File: config.mk
export PLATFORM = sky130hd
export DESIGN_NAME = rv_ex_top
export DESIGN_NICKNAME = d
export VERILOG_FILES = /design/src/common/rv_pkg.sv /design/src/decode/rv_decode.sv /design/src/execute/rv_execute.sv /design/src/logic/ex_mem_reg.sv /design/src/logic/rv_ex_top.sv /design/src/logic/rv_result.sv
export SDC_FILE = /design/constraint.sdc
export NUM_CORES = 1
export LEC_CHECK = 0
export BUFFER_PORTS_ARGS = -buffer_cell sky130_fd_sc_hd__buf_4
export CAP_MARGIN = 15
export CORE_ASPECT_RATIO = 0.6
export CORE_MARGIN = 4
export CORE_UTILIZATION = 30
export DETAILED_ROUTE_END_ITERATION = 8
export SLEW_MARGIN = 10
export SYNTH_ARGS = -nofsm -noshare
export SYNTH_HDL_FRONTEND = slang
export SYNTH_SLANG_ARGS = --single-unit
File: constraint.sdc
create_clock -name clk -period 10.35 [get_ports clk]
set_input_delay 0.5175 -clock clk [delete_from_list [all_inputs] [get_ports clk]]
set_output_delay 0.5175 -clock clk [all_outputs]
set_load 0.01 [all_outputs]
File: src/common/rv_pkg.sv
// --------------------------------------
// RV32I execute-side shared definitions
// Opcodes, flow and result-control codes
// --------------------------------------

package rv_pkg;

    // Widths
    localparam int cpu_width      = 32;
    localparam int reg_addr_width = 5;
    localparam int flow_width     = 2;
    localparam int resctrl_width  = 2;

    // --------------------------------------
    // Major opcodes
    // --------------------------------------
    localparam logic [6:0] op_r     = 7'b0110011;
    localparam logic [6:0] op_imm   = 7'b0010011;
    localparam logic [6:0] op_lui   = 7'b0110111;
    localparam logic [6:0] op_load  = 7'b0000011;
    localparam logic [6:0] op_store = 7'b0100011;
    localparam logic [6:0] op_jal   = 7'b1101111;

    // --------------------------------------
    // Pipeline flow commands
    // --------------------------------------
    // Code 3 is treated as a refresh
    localparam logic [flow_width-1:0] flow_work    = 2'd0;
    localparam logic [flow_width-1:0] flow_stop    = 2'd1;
    localparam logic [flow_width-1:0] flow_refresh = 2'd2;

    // --------------------------------------
    // Result-control codes
    // --------------------------------------
    // Source of the write-back value, none marks a bubble
    localparam logic [resctrl_width-1:0] resctrl_reg  = 2'd0;
    localparam logic [resctrl_width-1:0] resctrl_mem  = 2'd1;
    localparam logic [resctrl_width-1:0] resctrl_pc   = 2'd2;
    localparam logic [resctrl_width-1:0] resctrl_none = 2'd3;

    // ALU operations
    typedef enum logic [2:0] {
        alu_add    = 3'd0,
        alu_sub    = 3'd1,
        alu_and    = 3'd2,
        alu_or     = 3'd3,
        alu_xor    = 3'd4,
        alu_slt    = 3'd5,
        alu_pass_b = 3'd6
    } alu_op_e;

    // Instruction word, seen as R/I layout or as S layout
    typedef union packed {
        struct packed {
            logic [6:0] funct7;
            logic [4:0] rs2;
            logic [4:0] rs1;
            logic [2:0] funct3;
            logic [4:0] rd;
            logic [6:0] opcode;
        } r;
        struct packed {
            logic [6:0] imm_hi;
            logic [4:0] rs2;
            logic [4:0] rs1;
            logic [2:0] funct3;
            logic [4:0] imm_lo;
            logic [6:0] opcode;
        } s;
    } rv_inst_u;

endpackage

File: src/decode/rv_decode.sv
// --------------------------------------
// RV32I instruction decoder
// Immediate, ALU op and write-back control
// --------------------------------------

`timescale 1ns/1ps

module rv_decode (
    input  logic [rv_pkg::cpu_width-1:0]      inst_i,
    output logic [rv_pkg::cpu_width-1:0]      imm_o,
    output rv_pkg::alu_op_e                   alu_op_o,
    output logic                              use_imm_o,
    output logic [rv_pkg::resctrl_width-1:0]  res_op_o,
    output logic                              reg_wr_en_o,
    output logic [rv_pkg::reg_addr_width-1:0] reg_wr_addr_o
);

    rv_pkg::rv_inst_u inst;

    assign inst = inst_i;

    // --------------------------------------
    // Immediate generation
    // --------------------------------------
    always_comb begin
        case (inst.r.opcode)
            rv_pkg::op_imm, rv_pkg::op_load: begin
                imm_o = {{20{inst_i[31]}}, inst_i[31:20]};
            end
            rv_pkg::op_store: begin
                imm_o = {{20{inst.s.imm_hi[6]}}, inst.s.imm_hi, inst.s.imm_lo};
            end
            rv_pkg::op_lui: begin
                imm_o = {inst_i[31:12], 12'b0};
            end
            rv_pkg::op_jal: begin
                imm_o = {{12{inst_i[31]}}, inst_i[19:12], inst_i[20], inst_i[30:21], 1'b0};
            end
            default: begin
                imm_o = '0;
            end
        endcase
    end

    // --------------------------------------
    // Control decode
    // --------------------------------------
    always_comb begin
        alu_op_o    = rv_pkg::alu_add;
        use_imm_o   = 1'b0;
        res_op_o    = rv_pkg::resctrl_none;
        reg_wr_en_o = 1'b0;

        case (inst.r.opcode)
            rv_pkg::op_r, rv_pkg::op_imm: begin
                use_imm_o   = (inst.r.opcode == rv_pkg::op_imm);
                res_op_o    = rv_pkg::resctrl_reg;
                reg_wr_en_o = 1'b1;
                case (inst.r.funct3)
                    3'b000: begin
                        // funct7 bit 5 selects sub, only for register ops
                        if (inst.r.opcode == rv_pkg::op_r && inst.r.funct7[5]) begin
                            alu_op_o = rv_pkg::alu_sub;
                        end else begin
                            alu_op_o = rv_pkg::alu_add;
                        end
                    end
                    3'b010:  alu_op_o = rv_pkg::alu_slt;
                    3'b100:  alu_op_o = rv_pkg::alu_xor;
                    3'b110:  alu_op_o = rv_pkg::alu_or;
                    3'b111:  alu_op_o = rv_pkg::alu_and;
                    default: alu_op_o = rv_pkg::alu_add;
                endcase
            end
            rv_pkg::op_lui: begin
                alu_op_o    = rv_pkg::alu_pass_b;
                use_imm_o   = 1'b1;
                res_op_o    = rv_pkg::resctrl_reg;
                reg_wr_en_o = 1'b1;
            end
            rv_pkg::op_load: begin
                use_imm_o   = 1'b1;
                res_op_o    = rv_pkg::resctrl_reg;
                reg_wr_en_o = 1'b1;
            end
            rv_pkg::op_store: begin
                use_imm_o = 1'b1;
                res_op_o  = rv_pkg::resctrl_mem;
            end
            rv_pkg::op_jal: begin
                use_imm_o   = 1'b1;
                res_op_o    = rv_pkg::resctrl_pc;
                reg_wr_en_o = 1'b1;
            end
            default: begin
            end
        endcase
    end

    // Destination only meaningful when a write happens
    assign reg_wr_addr_o = reg_wr_en_o ? inst.r.rd : '0;

endmodule

File: src/execute/rv_execute.sv
// --------------------------------------
// RV32I execute unit
// ALU with operand select and link adder
// --------------------------------------

`timescale 1ns/1ps

module rv_execute (
    input  logic [rv_pkg::cpu_width-1:0] rs1_data_i,
    input  logic [rv_pkg::cpu_width-1:0] rs2_data_i,
    input  logic [rv_pkg::cpu_width-1:0] imm_i,
    input  logic [rv_pkg::cpu_width-1:0] pc_i,
    input  rv_pkg::alu_op_e              alu_op_i,
    input  logic                         use_imm_i,
    output logic [rv_pkg::cpu_width-1:0] alu_res_o,
    output logic [rv_pkg::cpu_width-1:0] link_o
);

    logic [rv_pkg::cpu_width-1:0] op_a;
    logic [rv_pkg::cpu_width-1:0] op_b;

    // Operand selection
    assign op_a = rs1_data_i;
    assign op_b = use_imm_i ? imm_i : rs2_data_i;

    // --------------------------------------
    // ALU
    // --------------------------------------
    // Loads and stores arrive as add for the address
    always_comb begin
        case (alu_op_i)
            rv_pkg::alu_add: begin
                alu_res_o = op_a + op_b;
            end
            rv_pkg::alu_sub: begin
                alu_res_o = op_a - op_b;
            end
            rv_pkg::alu_and: begin
                alu_res_o = op_a & op_b;
            end
            rv_pkg::alu_or: begin
                alu_res_o = op_a | op_b;
            end
            rv_pkg::alu_xor: begin
                alu_res_o = op_a ^ op_b;
            end
            rv_pkg::alu_slt: begin
                // Signed compare
                alu_res_o = {31'b0, $signed(op_a) < $signed(op_b)};
            end
            rv_pkg::alu_pass_b: begin
                alu_res_o = op_b;
            end
            default: begin
                alu_res_o = '0;
            end
        endcase
    end

    // Return address for JAL
    assign link_o = pc_i + 32'd4;

endmodule

File: src/logic/ex_mem_reg.sv
// --------------------------------------
// Execute-to-memory pipeline register
// Work/stop/refresh flow, imem access flags
// --------------------------------------

`timescale 1ns/1ps

module ex_mem_reg (
    input  logic                              clk,
    input  logic                              rst_n,
    input  logic [rv_pkg::flow_width-1:0]     flow_i,
    input  logic                              no_mem_write_i,

    input  logic [rv_pkg::cpu_width-1:0]      inst_i,
    input  logic [rv_pkg::cpu_width-1:0]      rs2_data_i,
    input  logic [rv_pkg::cpu_width-1:0]      link_i,
    input  logic [rv_pkg::cpu_width-1:0]      alu_res_i,
    input  logic [rv_pkg::resctrl_width-1:0]  res_op_i,
    input  logic                              reg_wr_en_i,
    input  logic [rv_pkg::reg_addr_width-1:0] reg_wr_addr_i,

    output logic [rv_pkg::cpu_width-1:0]      inst_o,
    output logic [rv_pkg::cpu_width-1:0]      rs2_data_o,
    output logic [rv_pkg::cpu_width-1:0]      link_o,
    output logic [rv_pkg::cpu_width-1:0]      alu_res_o,
    output logic [rv_pkg::resctrl_width-1:0]  res_op_o,
    output logic                              reg_wr_en_o,
    output logic [rv_pkg::reg_addr_width-1:0] reg_wr_addr_o,

    output logic [1:0]                        instmem_acc_o
);

    logic is_mem_acc;
    logic in_imem_win;

    // --------------------------------------
    // Instruction-memory access flags
    // --------------------------------------
    // Stores, or register results coming from a load
    assign is_mem_acc = (res_op_i == rv_pkg::resctrl_mem) ||
                        ((res_op_i == rv_pkg::resctrl_reg) &&
                         (inst_i[6:0] == rv_pkg::op_load));

    // Instruction memory sits in the lowest 256 MB
    assign in_imem_win = (alu_res_i[31:28] == 4'b0);

    assign instmem_acc_o[0] = is_mem_acc && in_imem_win;
    // Granted only while no data write is in flight
    assign instmem_acc_o[1] = is_mem_acc && in_imem_win && no_mem_write_i;

    // --------------------------------------
    // Stage register
    // --------------------------------------
    always_ff @(posedge clk or negedge rst_n) begin
        if (!rst_n) begin
            inst_o        <= '0;
            rs2_data_o    <= '0;
            link_o        <= '0;
            alu_res_o     <= '0;
            res_op_o      <= rv_pkg::resctrl_none;
            reg_wr_en_o   <= 1'b0;
            reg_wr_addr_o <= '0;
        end else begin
            case (flow_i)
                rv_pkg::flow_work: begin
                    inst_o        <= inst_i;
                    rs2_data_o    <= rs2_data_i;
                    link_o        <= link_i;
                    alu_res_o     <= alu_res_i;
                    res_op_o      <= res_op_i;
                    reg_wr_en_o   <= reg_wr_en_i;
                    reg_wr_addr_o <= reg_wr_addr_i;
                end
                rv_pkg::flow_stop: begin
                    // Hold everything
                end
                default: begin
                    // Refresh inserts a bubble but keeps alu_res
                    inst_o        <= '0;
                    rs2_data_o    <= '0;
                    link_o        <= '0;
                    res_op_o      <= rv_pkg::resctrl_none;
                    reg_wr_en_o   <= 1'b0;
                    reg_wr_addr_o <= '0;
                end
            endcase
        end
    end

endmodule

File: src/logic/rv_ex_top.sv
// --------------------------------------
// RV32I execute side top level
// Decode, execute, EX/MEM register, result
// --------------------------------------

`timescale 1ns/1ps

module rv_ex_top (
    input  logic                              clk,
    input  logic                              rst_n,
    input  logic [rv_pkg::cpu_width-1:0]      inst_i,
    input  logic [rv_pkg::cpu_width-1:0]      pc_i,
    input  logic [rv_pkg::cpu_width-1:0]      rs1_data_i,
    input  logic [rv_pkg::cpu_width-1:0]      rs2_data_i,
    input  logic [rv_pkg::cpu_width-1:0]      mem_rd_data_i,
    input  logic [rv_pkg::flow_width-1:0]     flow_i,
    input  logic                              no_mem_write_i,

    output logic [1:0]                        instmem_acc_o,
    output logic                              mem_rd_en_o,
    output logic                              mem_wr_en_o,
    output logic [rv_pkg::cpu_width-1:0]      mem_addr_o,
    output logic [rv_pkg::cpu_width-1:0]      mem_wr_data_o,
    output logic                              reg_wr_en_o,
    output logic [rv_pkg::reg_addr_width-1:0] reg_wr_addr_o,
    output logic [rv_pkg::cpu_width-1:0]      reg_wr_data_o
);

    // Decode outputs
    logic [rv_pkg::cpu_width-1:0]      imm;
    rv_pkg::alu_op_e                   alu_op;
    logic                              use_imm;
    logic [rv_pkg::resctrl_width-1:0]  res_op;
    logic                              reg_wr_en;
    logic [rv_pkg::reg_addr_width-1:0] reg_wr_addr;

    // Execute outputs
    logic [rv_pkg::cpu_width-1:0]      alu_res;
    logic [rv_pkg::cpu_width-1:0]      link;

    // Registered stage
    logic [rv_pkg::cpu_width-1:0]      q_inst;
    logic [rv_pkg::cpu_width-1:0]      q_rs2_data;
    logic [rv_pkg::cpu_width-1:0]      q_link;
    logic [rv_pkg::cpu_width-1:0]      q_alu_res;
    logic [rv_pkg::resctrl_width-1:0]  q_res_op;
    logic                              q_reg_wr_en;
    logic [rv_pkg::reg_addr_width-1:0] q_reg_wr_addr;

    rv_decode u_decode (
        .inst_i        (inst_i),
        .imm_o         (imm),
        .alu_op_o      (alu_op),
        .use_imm_o     (use_imm),
        .res_op_o      (res_op),
        .reg_wr_en_o   (reg_wr_en),
        .reg_wr_addr_o (reg_wr_addr)
    );

    rv_execute u_execute (
        .rs1_data_i (rs1_data_i),
        .rs2_data_i (rs2_data_i),
        .imm_i      (imm),
        .pc_i       (pc_i),
        .alu_op_i   (alu_op),
        .use_imm_i  (use_imm),
        .alu_res_o  (alu_res),
        .link_o     (link)
    );

    ex_mem_reg u_ex_mem_reg (
        .clk            (clk),
        .rst_n          (rst_n),
        .flow_i         (flow_i),
        .no_mem_write_i (no_mem_write_i),
        .inst_i         (inst_i),
        .rs2_data_i     (rs2_data_i),
        .link_i         (link),
        .alu_res_i      (alu_res),
        .res_op_i       (res_op),
        .reg_wr_en_i    (reg_wr_en),
        .reg_wr_addr_i  (reg_wr_addr),
        .inst_o         (q_inst),
        .rs2_data_o     (q_rs2_data),
        .link_o         (q_link),
        .alu_res_o      (q_alu_res),
        .res_op_o       (q_res_op),
        .reg_wr_en_o    (q_reg_wr_en),
        .reg_wr_addr_o  (q_reg_wr_addr),
        .instmem_acc_o  (instmem_acc_o)
    );

    rv_result u_result (
        .inst_i        (q_inst),
        .rs2_data_i    (q_rs2_data),
        .link_i        (q_link),
        .alu_res_i     (q_alu_res),
        .res_op_i      (q_res_op),
        .reg_wr_en_i   (q_reg_wr_en),
        .reg_wr_addr_i (q_reg_wr_addr),
        .mem_rd_data_i (mem_rd_data_i),
        .mem_rd_en_o   (mem_rd_en_o),
        .mem_wr_en_o   (mem_wr_en_o),
        .mem_addr_o    (mem_addr_o),
        .mem_wr_data_o (mem_wr_data_o),
        .reg_wr_en_o   (reg_wr_en_o),
        .reg_wr_addr_o (reg_wr_addr_o),
        .reg_wr_data_o (reg_wr_data_o)
    );

endmodule

File: src/logic/rv_result.sv
// --------------------------------------
// Memory request and write-back select
// --------------------------------------

`timescale 1ns/1ps

module rv_result (
    input  logic [rv_pkg::cpu_width-1:0]      inst_i,
    input  logic [rv_pkg::cpu_width-1:0]      rs2_data_i,
    input  logic [rv_pkg::cpu_width-1:0]      link_i,
    input  logic [rv_pkg::cpu_width-1:0]      alu_res_i,
    input  logic [rv_pkg::resctrl_width-1:0]  res_op_i,
    input  logic                              reg_wr_en_i,
    input  logic [rv_pkg::reg_addr_width-1:0] reg_wr_addr_i,
    input  logic [rv_pkg::cpu_width-1:0]      mem_rd_data_i,

    output logic                              mem_rd_en_o,
    output logic                              mem_wr_en_o,
    output logic [rv_pkg::cpu_width-1:0]      mem_addr_o,
    output logic [rv_pkg::cpu_width-1:0]      mem_wr_data_o,
    output logic                              reg_wr_en_o,
    output logic [rv_pkg::reg_addr_width-1:0] reg_wr_addr_o,
    output logic [rv_pkg::cpu_width-1:0]      reg_wr_data_o
);

    logic is_load;

    assign is_load = (inst_i[6:0] == rv_pkg::op_load);

    // Data memory request
    assign mem_rd_en_o   = is_load;
    assign mem_wr_en_o   = (res_op_i == rv_pkg::resctrl_mem);
    assign mem_addr_o    = alu_res_i;
    assign mem_wr_data_o = rs2_data_i;

    // Write-back, a bubble never writes
    assign reg_wr_en_o   = reg_wr_en_i && (res_op_i != rv_pkg::resctrl_none);
    assign reg_wr_addr_o = reg_wr_addr_i;
    assign reg_wr_data_o = is_load                        ? mem_rd_data_i :
                           (res_op_i == rv_pkg::resctrl_pc) ? link_i        :
                                                            alu_res_i;

endmodule

==> flow_metrics.env, run 1 <==
export IMPL_timing_fmax_mhz=156
export IMPL_n_fill_cell=3912
export IMPL_p_switching_uw=667
export IMPL_cts_resized=0
export IMPL_grt_util_met3_pct=9.62
export IMPL_relSlewSlack_pct=19.3
export IMPL_hold_viol_final=0
export IMPL_io_pins=271
export IMPL_start_kind="input pin"
export IMPL_grt_first_pass_wirelength_mm=80.1
export IMPL_min_path_type="input pin to async pin"
export IMPL_power_density_nw_per_um2=116
export IMPL_cts_path_max_buffers=2
export IMPL_cts_root_buf="clkbuf_16"
export IMPL_total_power_uw=1630
export IMPL_clkTransAtPathRegs_ps=90
export IMPL_yosysUniqueCellTypes=96
export IMPL_regArea_um2=2780
export IMPL_syn_area_per_cell_um2=7.63
export IMPL_clk_latency_ps=390
export IMPL_avgViaCountPerCell=5.75
export IMPL_leakagePower_uw=0.00647
export IMPL_path_max_fanout=10
export IMPL_drv_cap=0
export IMPL_rrSetupSlack_ps=9430
export IMPL_numPortBuffers=270
export IMPL_cts_sinks=111
export IMPL_tightest_slew_ps=1210
export IMPL_setup_tns_ps=0
export IMPL_drv_slew=0
export IMPL_peakVddDrop_mv=0.0885
export IMPL_die_area_um2=41300
export IMPL_rr_worst_depth=3
export IMPL_die_y_um=159
export IMPL_worstPathRequired_ps=9830
export IMPL_grt_max_degree=66
export IMPL_vias=12696
export IMPL_htree_levels=3
export IMPL_fp_dieW_um=260
export IMPL_p_int_uw=967
export IMPL_gr_usage_met1_pct=37.8
export IMPL_grt_pass1_vias=12156
export IMPL_combPwrFrac_pct=42.7
export IMPL_met2_usage_pct=35.1
export IMPL_wl_per_cell_um=24.6
export IMPL_hpwl_mm=42.6
export IMPL_critPathKind="input pin to primary output"
export IMPL_placed_area_um2=13800
export IMPL_grt_busiest_layer="met1"
export IMPL_wirelength_mm=54.2
export IMPL_setup_viol=0
export IMPL_grt_overflow=0
export IMPL_fin_area_um2=14100
export IMPL_synth_edf_count=0
export IMPL_power_share_sequential_pct=31.9
export IMPL_coreArea_um2=36900
export IMPL_initial_core_util_pct=30.9
export IMPL_nNetsFinal=1962
export IMPL_ys_seq_area_share_pct=24.4
export IMPL_tritoncts="built"
export IMPL_endpoint_kind="primary output"
export IMPL_drive_gt1_share_pct=20.2
export IMPL_arrival_ps=5900
export IMPL_syn_inst=1493
export IMPL_swShare_pct=40.8
export IMPL_synth_area_um2=11400
export IMPL_multiInputGateArea_um2=7910
export IMPL_syn_num_nets=1758
export IMPL_ys_ff_latch=111
export IMPL_synth_async_sr_flop_share_pct=100
export IMPL_outcome="complete, no violations"
export IMPL_fin_skew_ps=0
export IMPL_ant_nets=0
export IMPL_period_needed_ps=6420
export IMPL_syn_to_final_growth_pct=24.1
export IMPL_synth_warning_count=0
export IMPL_grt_antenna_before_repair=2
export IMPL_drt_pass1_iter_count=8
export IMPL_p_clk_share_pct=25.3
export IMPL_drtIter0Drc=1768
export IMPL_routabilityCongestion=1.02
export IMPL_core_rowCount=54
export IMPL_drcViolationCount=0
export IMPL_grtUsageTotal_pct=25.6
export IMPL_ctsHoldBuffers=0
export IMPL_cts_setup_buffers=0
export IMPL_finalCritPeriodShare_pct=62.0
export IMPL_cts_buffers=9
export IMPL_rsz0062_at_grt="no"
export IMPL_synthFlopType="dfrtp_1"
-- metrics by stage --
stage                     hold slack, ps  worst slack [ps]  std cells  utilization (%)
final                                206              3930       2207             38.3
after global routing                 262              3480       2206             38.3
after CTS                            237              4100       2205             38.3
after detailed placement             471              4100       2189             37.4
after global placement               458              4260       2188             37.4
after floorplan                      222              5250       1493                -
-- worst paths after layout --
check                                          from                       endpoint
max                                       inst_i[2]               instmem_acc_o[1]
min                                           rst_n     u_ex_mem_reg.alu_res_o[11]
max reg2reg                 u_ex_mem_reg.link_o[29]        u_ex_mem_reg.link_o[29]
min reg2reg                u_ex_mem_reg.reg_wr_en_o       u_ex_mem_reg.reg_wr_en_o
max in group asynchronous                     rst_n     u_ex_mem_reg.alu_res_o[18]
min in group clk                          inst_i[8]  u_ex_mem_reg.reg_wr_addr_o[1]
-- final cells by class --
class	instances	area share, %
diodes	1	0.0177
clock buffers	10	1.69
clock inverters	6	0.699
inverters	88	2.34
multi-input cells	1200	55.9
flip-flops and latches	111	19.7
well taps	504	4.46
repair buffers	287	15.2
-- flip-flops by register name, indices dropped and copies added, names as in the netlist --
signal,cells
u_ex_mem_reg.alu_res_o,32
u_ex_mem_reg.reg_wr_en_o,1
u_ex_mem_reg.link_o,32
u_ex_mem_reg.res_op_o,2
u_ex_mem_reg.reg_wr_addr_o,5
u_ex_mem_reg.rs2_data_o,32
u_ex_mem_reg.inst_o,7
-- synthesized netlist by cell type, types with 8 or more instances --
cell | number | area [um^2]
nor2_1 | 171 | 642
nand2_1 | 158 | 593
o21ai_0 | 141 | 706
a21oi_1 | 122 | 611
dfrtp_1 | 109 | 2730
ha_1 | 98 | 1230
inv_1 | 88 | 330
mux2i_1 | 82 | 821
clkbuf_1 | 69 | 259
nor3_1 | 31 | 155
nand3_1 | 26 | 130
and3_1 | 24 | 150
xnor2_1 | 19 | 166
xor2_1 | 19 | 166
a31oi_1 | 18 | 113
a211oi_1 | 17 | 128
a221oi_1 | 17 | 149
buf_2 | 15 | 75.1
o211ai_1 | 15 | 113
a21o_1 | 13 | 97.6
nor2b_1 | 13 | 81.3
o22a_1 | 12 | 105
and2_1 | 11 | 68.8
or3_1 | 11 | 68.8
nand2b_1 | 10 | 62.6
o21a_1 | 10 | 75.1
a22o_1 | 9 | 78.8
nor4_1 | 9 | 56.3
o21bai_1 | 8 | 60.1
-- worst max-delay path: stages --
cell	delay, ps
buf_4	140
nand4bb_1	210
nor3_1	420
nor2_1	290
a222oi_1	1100
inv_1	210
fa_1	520
o21ba_2	250
or4_1	490
a21oi_1	240
o31a_1	280
o311ai_2	140
mux2i_1	170
a211oi_1	260
nand3_1	210
nor4_2	270
buf_4	170
-- power groups by stage --
stage          clock [uW]  sequential (uW)  combinational, uW
2_1_floorplan           0              526                362
3_3_place_gp            0              530                683
3_5_place_dp            0              531                684
4_1_cts               422              523                687
5_1_grt               440              527                754
6_report              414              522                698
-- logic make-up after synthesis --
logic type,share of synthesized area (%)
AND/OR/NAND/NOR,21.0
AO/OA/AOI/OAI,26.8
buffers and inverters,6.39
flip-flops,24.4
adder cells (fa/ha/maj),11.1
multiplexers,7.30
XOR/XNOR,3.06
-- metal layers --
metal / share of wire [%] / vias up
met4: 2.4 / 2
met3: 13 / 67
met2: 39 / 742
met5: 0.020 / -
met1: 45 / 6133
li1: - / 5752
-- layout by cell type, fill, tap and decap left out, drive strengths merged, types with 11 or more instances in the layout --
cell type,count
and3,24
or3,11
xor2,19
dfrtp,109
ha,98
a21o,13
and2,12
nor3,33
a221oi,18
clkbuf,11
o21ai,146
buf,286
a21oi,124
xnor2,20
nand2,160
inv,90
nor2b,13
a211oi,20
o22a,12
o211ai,16
mux2i,82
nand3,27
a31oi,18
nor2,172
No activity file was read; power rests on OpenSTA's default activity.
==> inputs of run 2 (changes only) <==
==> constraint.sdc (replaced) <==
create_clock -name clk -period 5.5 [get_ports clk]
set_input_delay 0.275 -clock clk [delete_from_list [all_inputs] [get_ports clk]]
set_output_delay 0.275 -clock clk [all_outputs]
set_load 0.01 [all_outputs]
==> run 2 against run 1 <==
Worst setup slack worse by 3800 ps. Clock skew stayed put. Combinational power is 100% higher. Die area stayed put. Sequential share of layout area is 0.89 points lower. Largest cell class unchanged. Via count is 0.52% higher. Sequential power is 87% higher. Final area is 4.7% higher. Critical endpoint unchanged. Flip-flop and latch count stayed put.
==> flow_metrics.env, run 2 (synthesis results as in run 1) <==
export IMPL_start_kind="input pin"
export IMPL_drtIter0Drc=1587
export IMPL_wirelength_mm=54.1
export IMPL_htree_levels=3
export IMPL_fp_dieW_um=260
export IMPL_period_needed_ps=5340
export IMPL_grt_first_pass_wirelength_mm=79.0
export IMPL_min_path_type="input pin to register"
export IMPL_grt_pass1_vias=12281
export IMPL_arrival_ps=5060
export IMPL_grt_overflow=0
export IMPL_cts_sinks=111
export IMPL_crit_top_cell="buf_4"
export IMPL_drt_pass1_iter_count=9
export IMPL_fin_skew_ps=0
export IMPL_clk_latency_ps=380
export IMPL_tritoncts="built"
export IMPL_grtUsageTotal_pct=25.2
export IMPL_die_y_um=159
export IMPL_slowest_delay_ps=580
export IMPL_routabilityCongestion=0.978
export IMPL_path_max_fanout=10
export IMPL_drive_gt1_share_pct=24.5
export IMPL_numPortBuffers=270
export IMPL_cts_setup_buffers=0
export IMPL_drv_slew=0
export IMPL_peakVddDrop_mv=0.163
export IMPL_io_pins=271
export IMPL_final_common_cell="buf_4"
export IMPL_avgViaCountPerCell=5.56
export IMPL_timing_fmax_mhz=187
export IMPL_grt_max_degree=66
export IMPL_n_fill_cell=3907
export IMPL_finalCritPeriodShare_pct=97.0
export IMPL_cp_slowest_cell="a222oi_1"
export IMPL_tightest_slew_ps=1130
export IMPL_endpoint_kind="primary output"
export IMPL_wl_per_cell_um=23.5
export IMPL_setup_tns_ps=0
export IMPL_ant_nets=0
export IMPL_coreArea_um2=36900
export IMPL_worstPathRequired_ps=5220
export IMPL_hold_viol_final=0
export IMPL_core_rowCount=54
export IMPL_vias=12762
export IMPL_finalNonFillerCells=2296
export IMPL_drcViolationCount=0
export IMPL_cts_root_buf="clkbuf_16"
export IMPL_leakagePower_uw=0.00690
export IMPL_clkTransAtPathRegs_ps=90
export IMPL_top_regs="u_ex_mem_reg.alu_res_o: 32 flops, u_ex_mem_reg.link_o: 32 flops, u_ex_mem_reg.rs2_data_o: 32 flops"
export IMPL_cts_buffers=9
export IMPL_drv_cap=0
export IMPL_dp_cells=2279
export IMPL_critPathKind="input pin to primary output"
export IMPL_dp_slack_ps=286
export IMPL_initial_core_util_pct=30.9
export IMPL_power_density_nw_per_um2=209
export IMPL_outcome="complete, no violations"
export IMPL_grt_antenna_before_repair=2
export IMPL_setup_viol=0
export IMPL_hpwl_mm=43.3
export IMPL_syn_to_final_growth_pct=29.9
export IMPL_path_cells="buf_4 > or3_1 > a21oi_1 > o21a_1 > nor2_1 > a222oi_1 > buf_4 > inv_1 > ha_1 > fa_1 > o21ba_2 > or4_1 > a211oi_2 > o211ai_1 > nand4_1 > nand2_1 > mux2i_1 > nand3_2 > nor4_2 > buf_4"
export IMPL_fin_ws_ps=163
export IMPL_antenna_cells=0
export IMPL_final_cell_mix="376 x buf_4, 170 x nor2_1, 158 x nand2_1"
export IMPL_die_area_um2=41300
export IMPL_nNetsFinal=2052
export IMPL_rsz0062_at_grt="no"
export IMPL_relSlewSlack_pct=24.4
export IMPL_cts_path_max_buffers=2
[run 2: critical path: cells and delay by family]
| family | cells | cell delay (ps) |
|---|---|---|
| AOI/OAI and AO/OA | 6 | 1710 |
| and+or+nand+nor | 7 | 1610 |
| adders and majority gates | 2 | 630 |
| buffers and inverters | 4 | 580 |
| muxes | 1 | 260 |
[run 2: layout make-up]
| type | count | area, um^2 | share of cell area (%) |
|---|---|---|---|
| Tap cell | 504 | 631 | 4.26 |
| Timing Repair Buffer | 377 | 2830 | 19.1 |
| Clock inverter | 6 | 61.3 | 0.414 |
| Inverter | 88 | 330 | 2.23 |
| Multi-Input combinational cell | 1200 | 7930 | 53.6 |
| Sequential cell | 111 | 2780 | 18.8 |
| Clock buffer | 10 | 239 | 1.61 |
[run 2: what timing repair did]
action | in CTS | in global routing
gates resized for setup | 0 | 5
hold endpoints to repair | 37 | 0
hold buffers | 1 | 0
endpoints found under the setup margin | 0 | 2
[run 2: metrics by stage]
step | hold WS, ps | total power, uW | instance area [um^2] | util, %
finish | 132 | 3100 | 14800 | 40.1
global placement | 405 | 2360 | 14500 | 39.2
global route | 114 | 3250 | 14800 | 40.1
CTS | 117 | 3090 | 14800 | 40.1
detailed placement | 394 | 2370 | 14500 | 39.2
floorplan | -20.6 | 1670 | 11400 | -
[run 2: metal layers]
layer	track usage [%]	vias to the layer above	wire length (um)
li1	-	5919	-
met1	35.9	6093	23800
met2	35.2	682	21600
met3	10.1	64	7360
met4	6.30	4	1310
met5	0	-	25
[run 2: worst paths after layout]
check / start / to / slack (ps) / depth (start not counted)
setup / recovery: inst_i[6] / instmem_acc_o[1] / 160 / 20
hold / removal: inst_i[8] / u_ex_mem_reg.reg_wr_addr_o[1] / 130 / 2
setup reg to reg: u_ex_mem_reg.link_o[29] / u_ex_mem_reg.link_o[29] / 4630 / 3
hold reg to reg: u_ex_mem_reg.reg_wr_en_o / u_ex_mem_reg.reg_wr_en_o / 480 / 1
max in group asynchronous: rst_n / u_ex_mem_reg.alu_res_o[14] / 3640 / 3
min in group asynchronous: rst_n / u_ex_mem_reg.alu_res_o[11] / 520 / 2
[run 2: power breakdown]
group	internal, uW	total (uW)	switching, uW
Clock	334	714	381
Combinational	614	1410	791
Sequential	896	976	80.5
==> inputs of run 3 (changes only) <==
--- a/config.mk
+++ b/config.mk
@@ -14,4 +14,5 @@
 export SLEW_MARGIN = 10
 export SYNTH_ARGS = -nofsm -noshare
 export SYNTH_HDL_FRONTEND = slang
+export SYNTH_HIERARCHICAL = 1
 export SYNTH_SLANG_ARGS = --single-unit
==> run 3 against run 2 <==
Wire length increased by 1.5%. Total power increased by 12%. Area after synthesis increased by 18%. Clock skew unchanged. Non-clock buffer count increased by 80. Largest power group unchanged.
==> flow_metrics.env, run 3 <==
export IMPL_outcome="complete, no violations"
export IMPL_wl_per_cell_um=22.3
export IMPL_min_path_cells=3
export IMPL_critPathKind="input pin to primary output"
export IMPL_grt_max_degree=60
export IMPL_tritoncts="built"
export IMPL_slowest_delay_ps=600
export IMPL_path_buf_inv=6
export IMPL_io_pins=271
export IMPL_cts_sinks=111
export IMPL_worstPathRequired_ps=5220
export IMPL_regArea_um2=2780
export IMPL_drv_cap=0
export IMPL_arrival_ps=5070
export IMPL_top_regs="u_ex_mem_reg/alu_res_o: 32 flops, u_ex_mem_reg/link_o: 32 flops, u_ex_mem_reg/rs2_data_o: 32 flops"
export IMPL_path_cells="buf_4 > and2_4 > nor4b_4 > or2_1 > or2_4 > buf_8 > mux2i_4 > buf_6 > ha_1 > buf_4 > inv_1 > a21oi_1 > o21a_1 > a31oi_4 > o211ai_2 > a221o_1 > a211o_1 > o21a_1 > or4_4 > nor4b_4 > buf_4"
export IMPL_n_fill_cell=4512
export IMPL_grt_first_pass_wirelength_mm=80.4
export IMPL_start_kind="input pin"
export IMPL_dp_slack_ps=-191
export IMPL_drt_pass1_iter_count=5
export IMPL_routabilityCongestion=0.988
export IMPL_fin_area_um2=17100
export IMPL_drv_slew=0
export IMPL_cp_depth=21
export IMPL_vias=13188
export IMPL_relSlewSlack_pct=28.8
export IMPL_initial_core_util_pct=30.7
export IMPL_cts_buffers=9
export IMPL_final_util_pct=39.1
export IMPL_crit_top_cell="buf_4"
export IMPL_die_area_um2=48300
export IMPL_grtUsageTotal_pct=22.0
export IMPL_numPortBuffers=270
export IMPL_timing_fmax_mhz=187
export IMPL_tightest_slew_ps=1070
export IMPL_fp_dieW_um=281
export IMPL_finalCritPeriodShare_pct=97.2
export IMPL_avgViaCountPerCell=5.36
export IMPL_syn_num_nets=1858
export IMPL_hpwl_mm=45.1
export IMPL_core_rowCount=59
export IMPL_final_cell_mix="448 x buf_4, 188 x nor2_1, 115 x ha_1"
export IMPL_placed_area_um2=16500
export IMPL_grt_antenna_before_repair=1
export IMPL_nNetsFinal=2161
export IMPL_clkTransAtPathRegs_ps=80
export IMPL_coreArea_um2=43800
export IMPL_path_max_fanout=12
export IMPL_cp_slowest_cell="or4_4"
export IMPL_ant_nets=0
export IMPL_endpoint_kind="primary output"
export IMPL_hold_viol_final=0
export IMPL_peakVddDrop_mv=0.175
export IMPL_multiInputGateArea_um2=9370
export IMPL_cts_path_max_buffers=2
export IMPL_wirelength_mm=54.8
export IMPL_leakagePower_uw=0.00831
export IMPL_fin_skew_ps=0
export IMPL_power_density_nw_per_um2=202
export IMPL_rrSetupSlack_ps=4680
export IMPL_rsz0062_at_grt="no"
export IMPL_min_path_type="input pin to register"
export IMPL_drtIter0Drc=1217
export IMPL_cts_root_buf="clkbuf_16"
export IMPL_drive_gt1_share_pct=33.5
export IMPL_setup_viol=0
export IMPL_synth_warning_count=6
export IMPL_syn_to_final_growth_pct=27.4
export IMPL_period_needed_ps=5350
export IMPL_grt_pass1_vias=12589
export IMPL_fin_ws_ps=152
export IMPL_clk_latency_ps=370
export IMPL_syn_inst=1574
export IMPL_rr_worst_depth=1
export IMPL_grt_overflow=0
export IMPL_critical_path_top_delay_family="simple AND/OR/NAND/NOR gates"
export IMPL_drcViolationCount=0
export IMPL_synth_area_um2=13400
export IMPL_syn_area_per_cell_um2=8.53
export IMPL_htree_levels=3
export IMPL_final_common_cell="buf_4"
export IMPL_die_y_um=172
export IMPL_hold_slack_ps=134
==> run 3: metal layers <==
layer | global-route usage, % | vias to the layer above | wire length (um)
met5 | 0 | - | 12
met4 | 2.66 | 2 | 467
met3 | 7.64 | 34 | 5960
met2 | 30.8 | 550 | 22000
met1 | 33.0 | 6465 | 26400
li1 | - | 6137 | -
==> run 3: power by group <==
group          leakage, uW  switching [uW]  internal [uW]
Combinational      0.00673             861            864
Clock             0.000155             358            366
Sequential         0.00142            88.3            917
==> run 3: cell type report <==
type	instances	share of cell area (%)
Sequential cell	111	16.3
Inverter	104	2.30
Antenna cell	1	0.0146
Clock inverter	7	0.519
Multi-Input combinational cell	1194	54.8
Clock buffer	9	1.32
Timing Repair Buffer	457	20.5
Tap cell	579	4.24
==> run 3: final timing paths <==
| path | start | end |
|---|---|---|
| worst max register to register | u_ex_mem_reg/alu_res_o[30] | u_ex_mem_reg/alu_res_o[30] |
| max in group asynchronous | rst_n | u_ex_mem_reg/alu_res_o[7] |
| worst max-delay path | inst_i[5] | instmem_acc_o[1] |
| worst min-delay path | pc_i[0] | u_ex_mem_reg/link_o[0] |
| min in group asynchronous | rst_n | u_ex_mem_reg/rs2_data_o[0] |
| worst min register to register | u_ex_mem_reg/link_o[5] | u_ex_mem_reg/link_o[5] |
==> run 3: through the flow <==
step	instances	total power [uW]	setup TNS, ps
after CTS	2458	3440	0
final	2462	3450	0
after global placement	2441	2680	-243
after detailed placement	2441	2700	-334
after global routing	2461	3660	0
after floorplan	1574	2020	0
==> run 3: timing repair <==
action / 4_1_cts / 5_1_grt
hold buffers: 1 / 0
gates cloned: 0 / 0
buffers inserted: 0 / 3
setup endpoints to repair: 2 / 2
resized for setup: 8 / 43
endpoints found under the hold margin: 30 / 0
pin swaps: 0 / 6
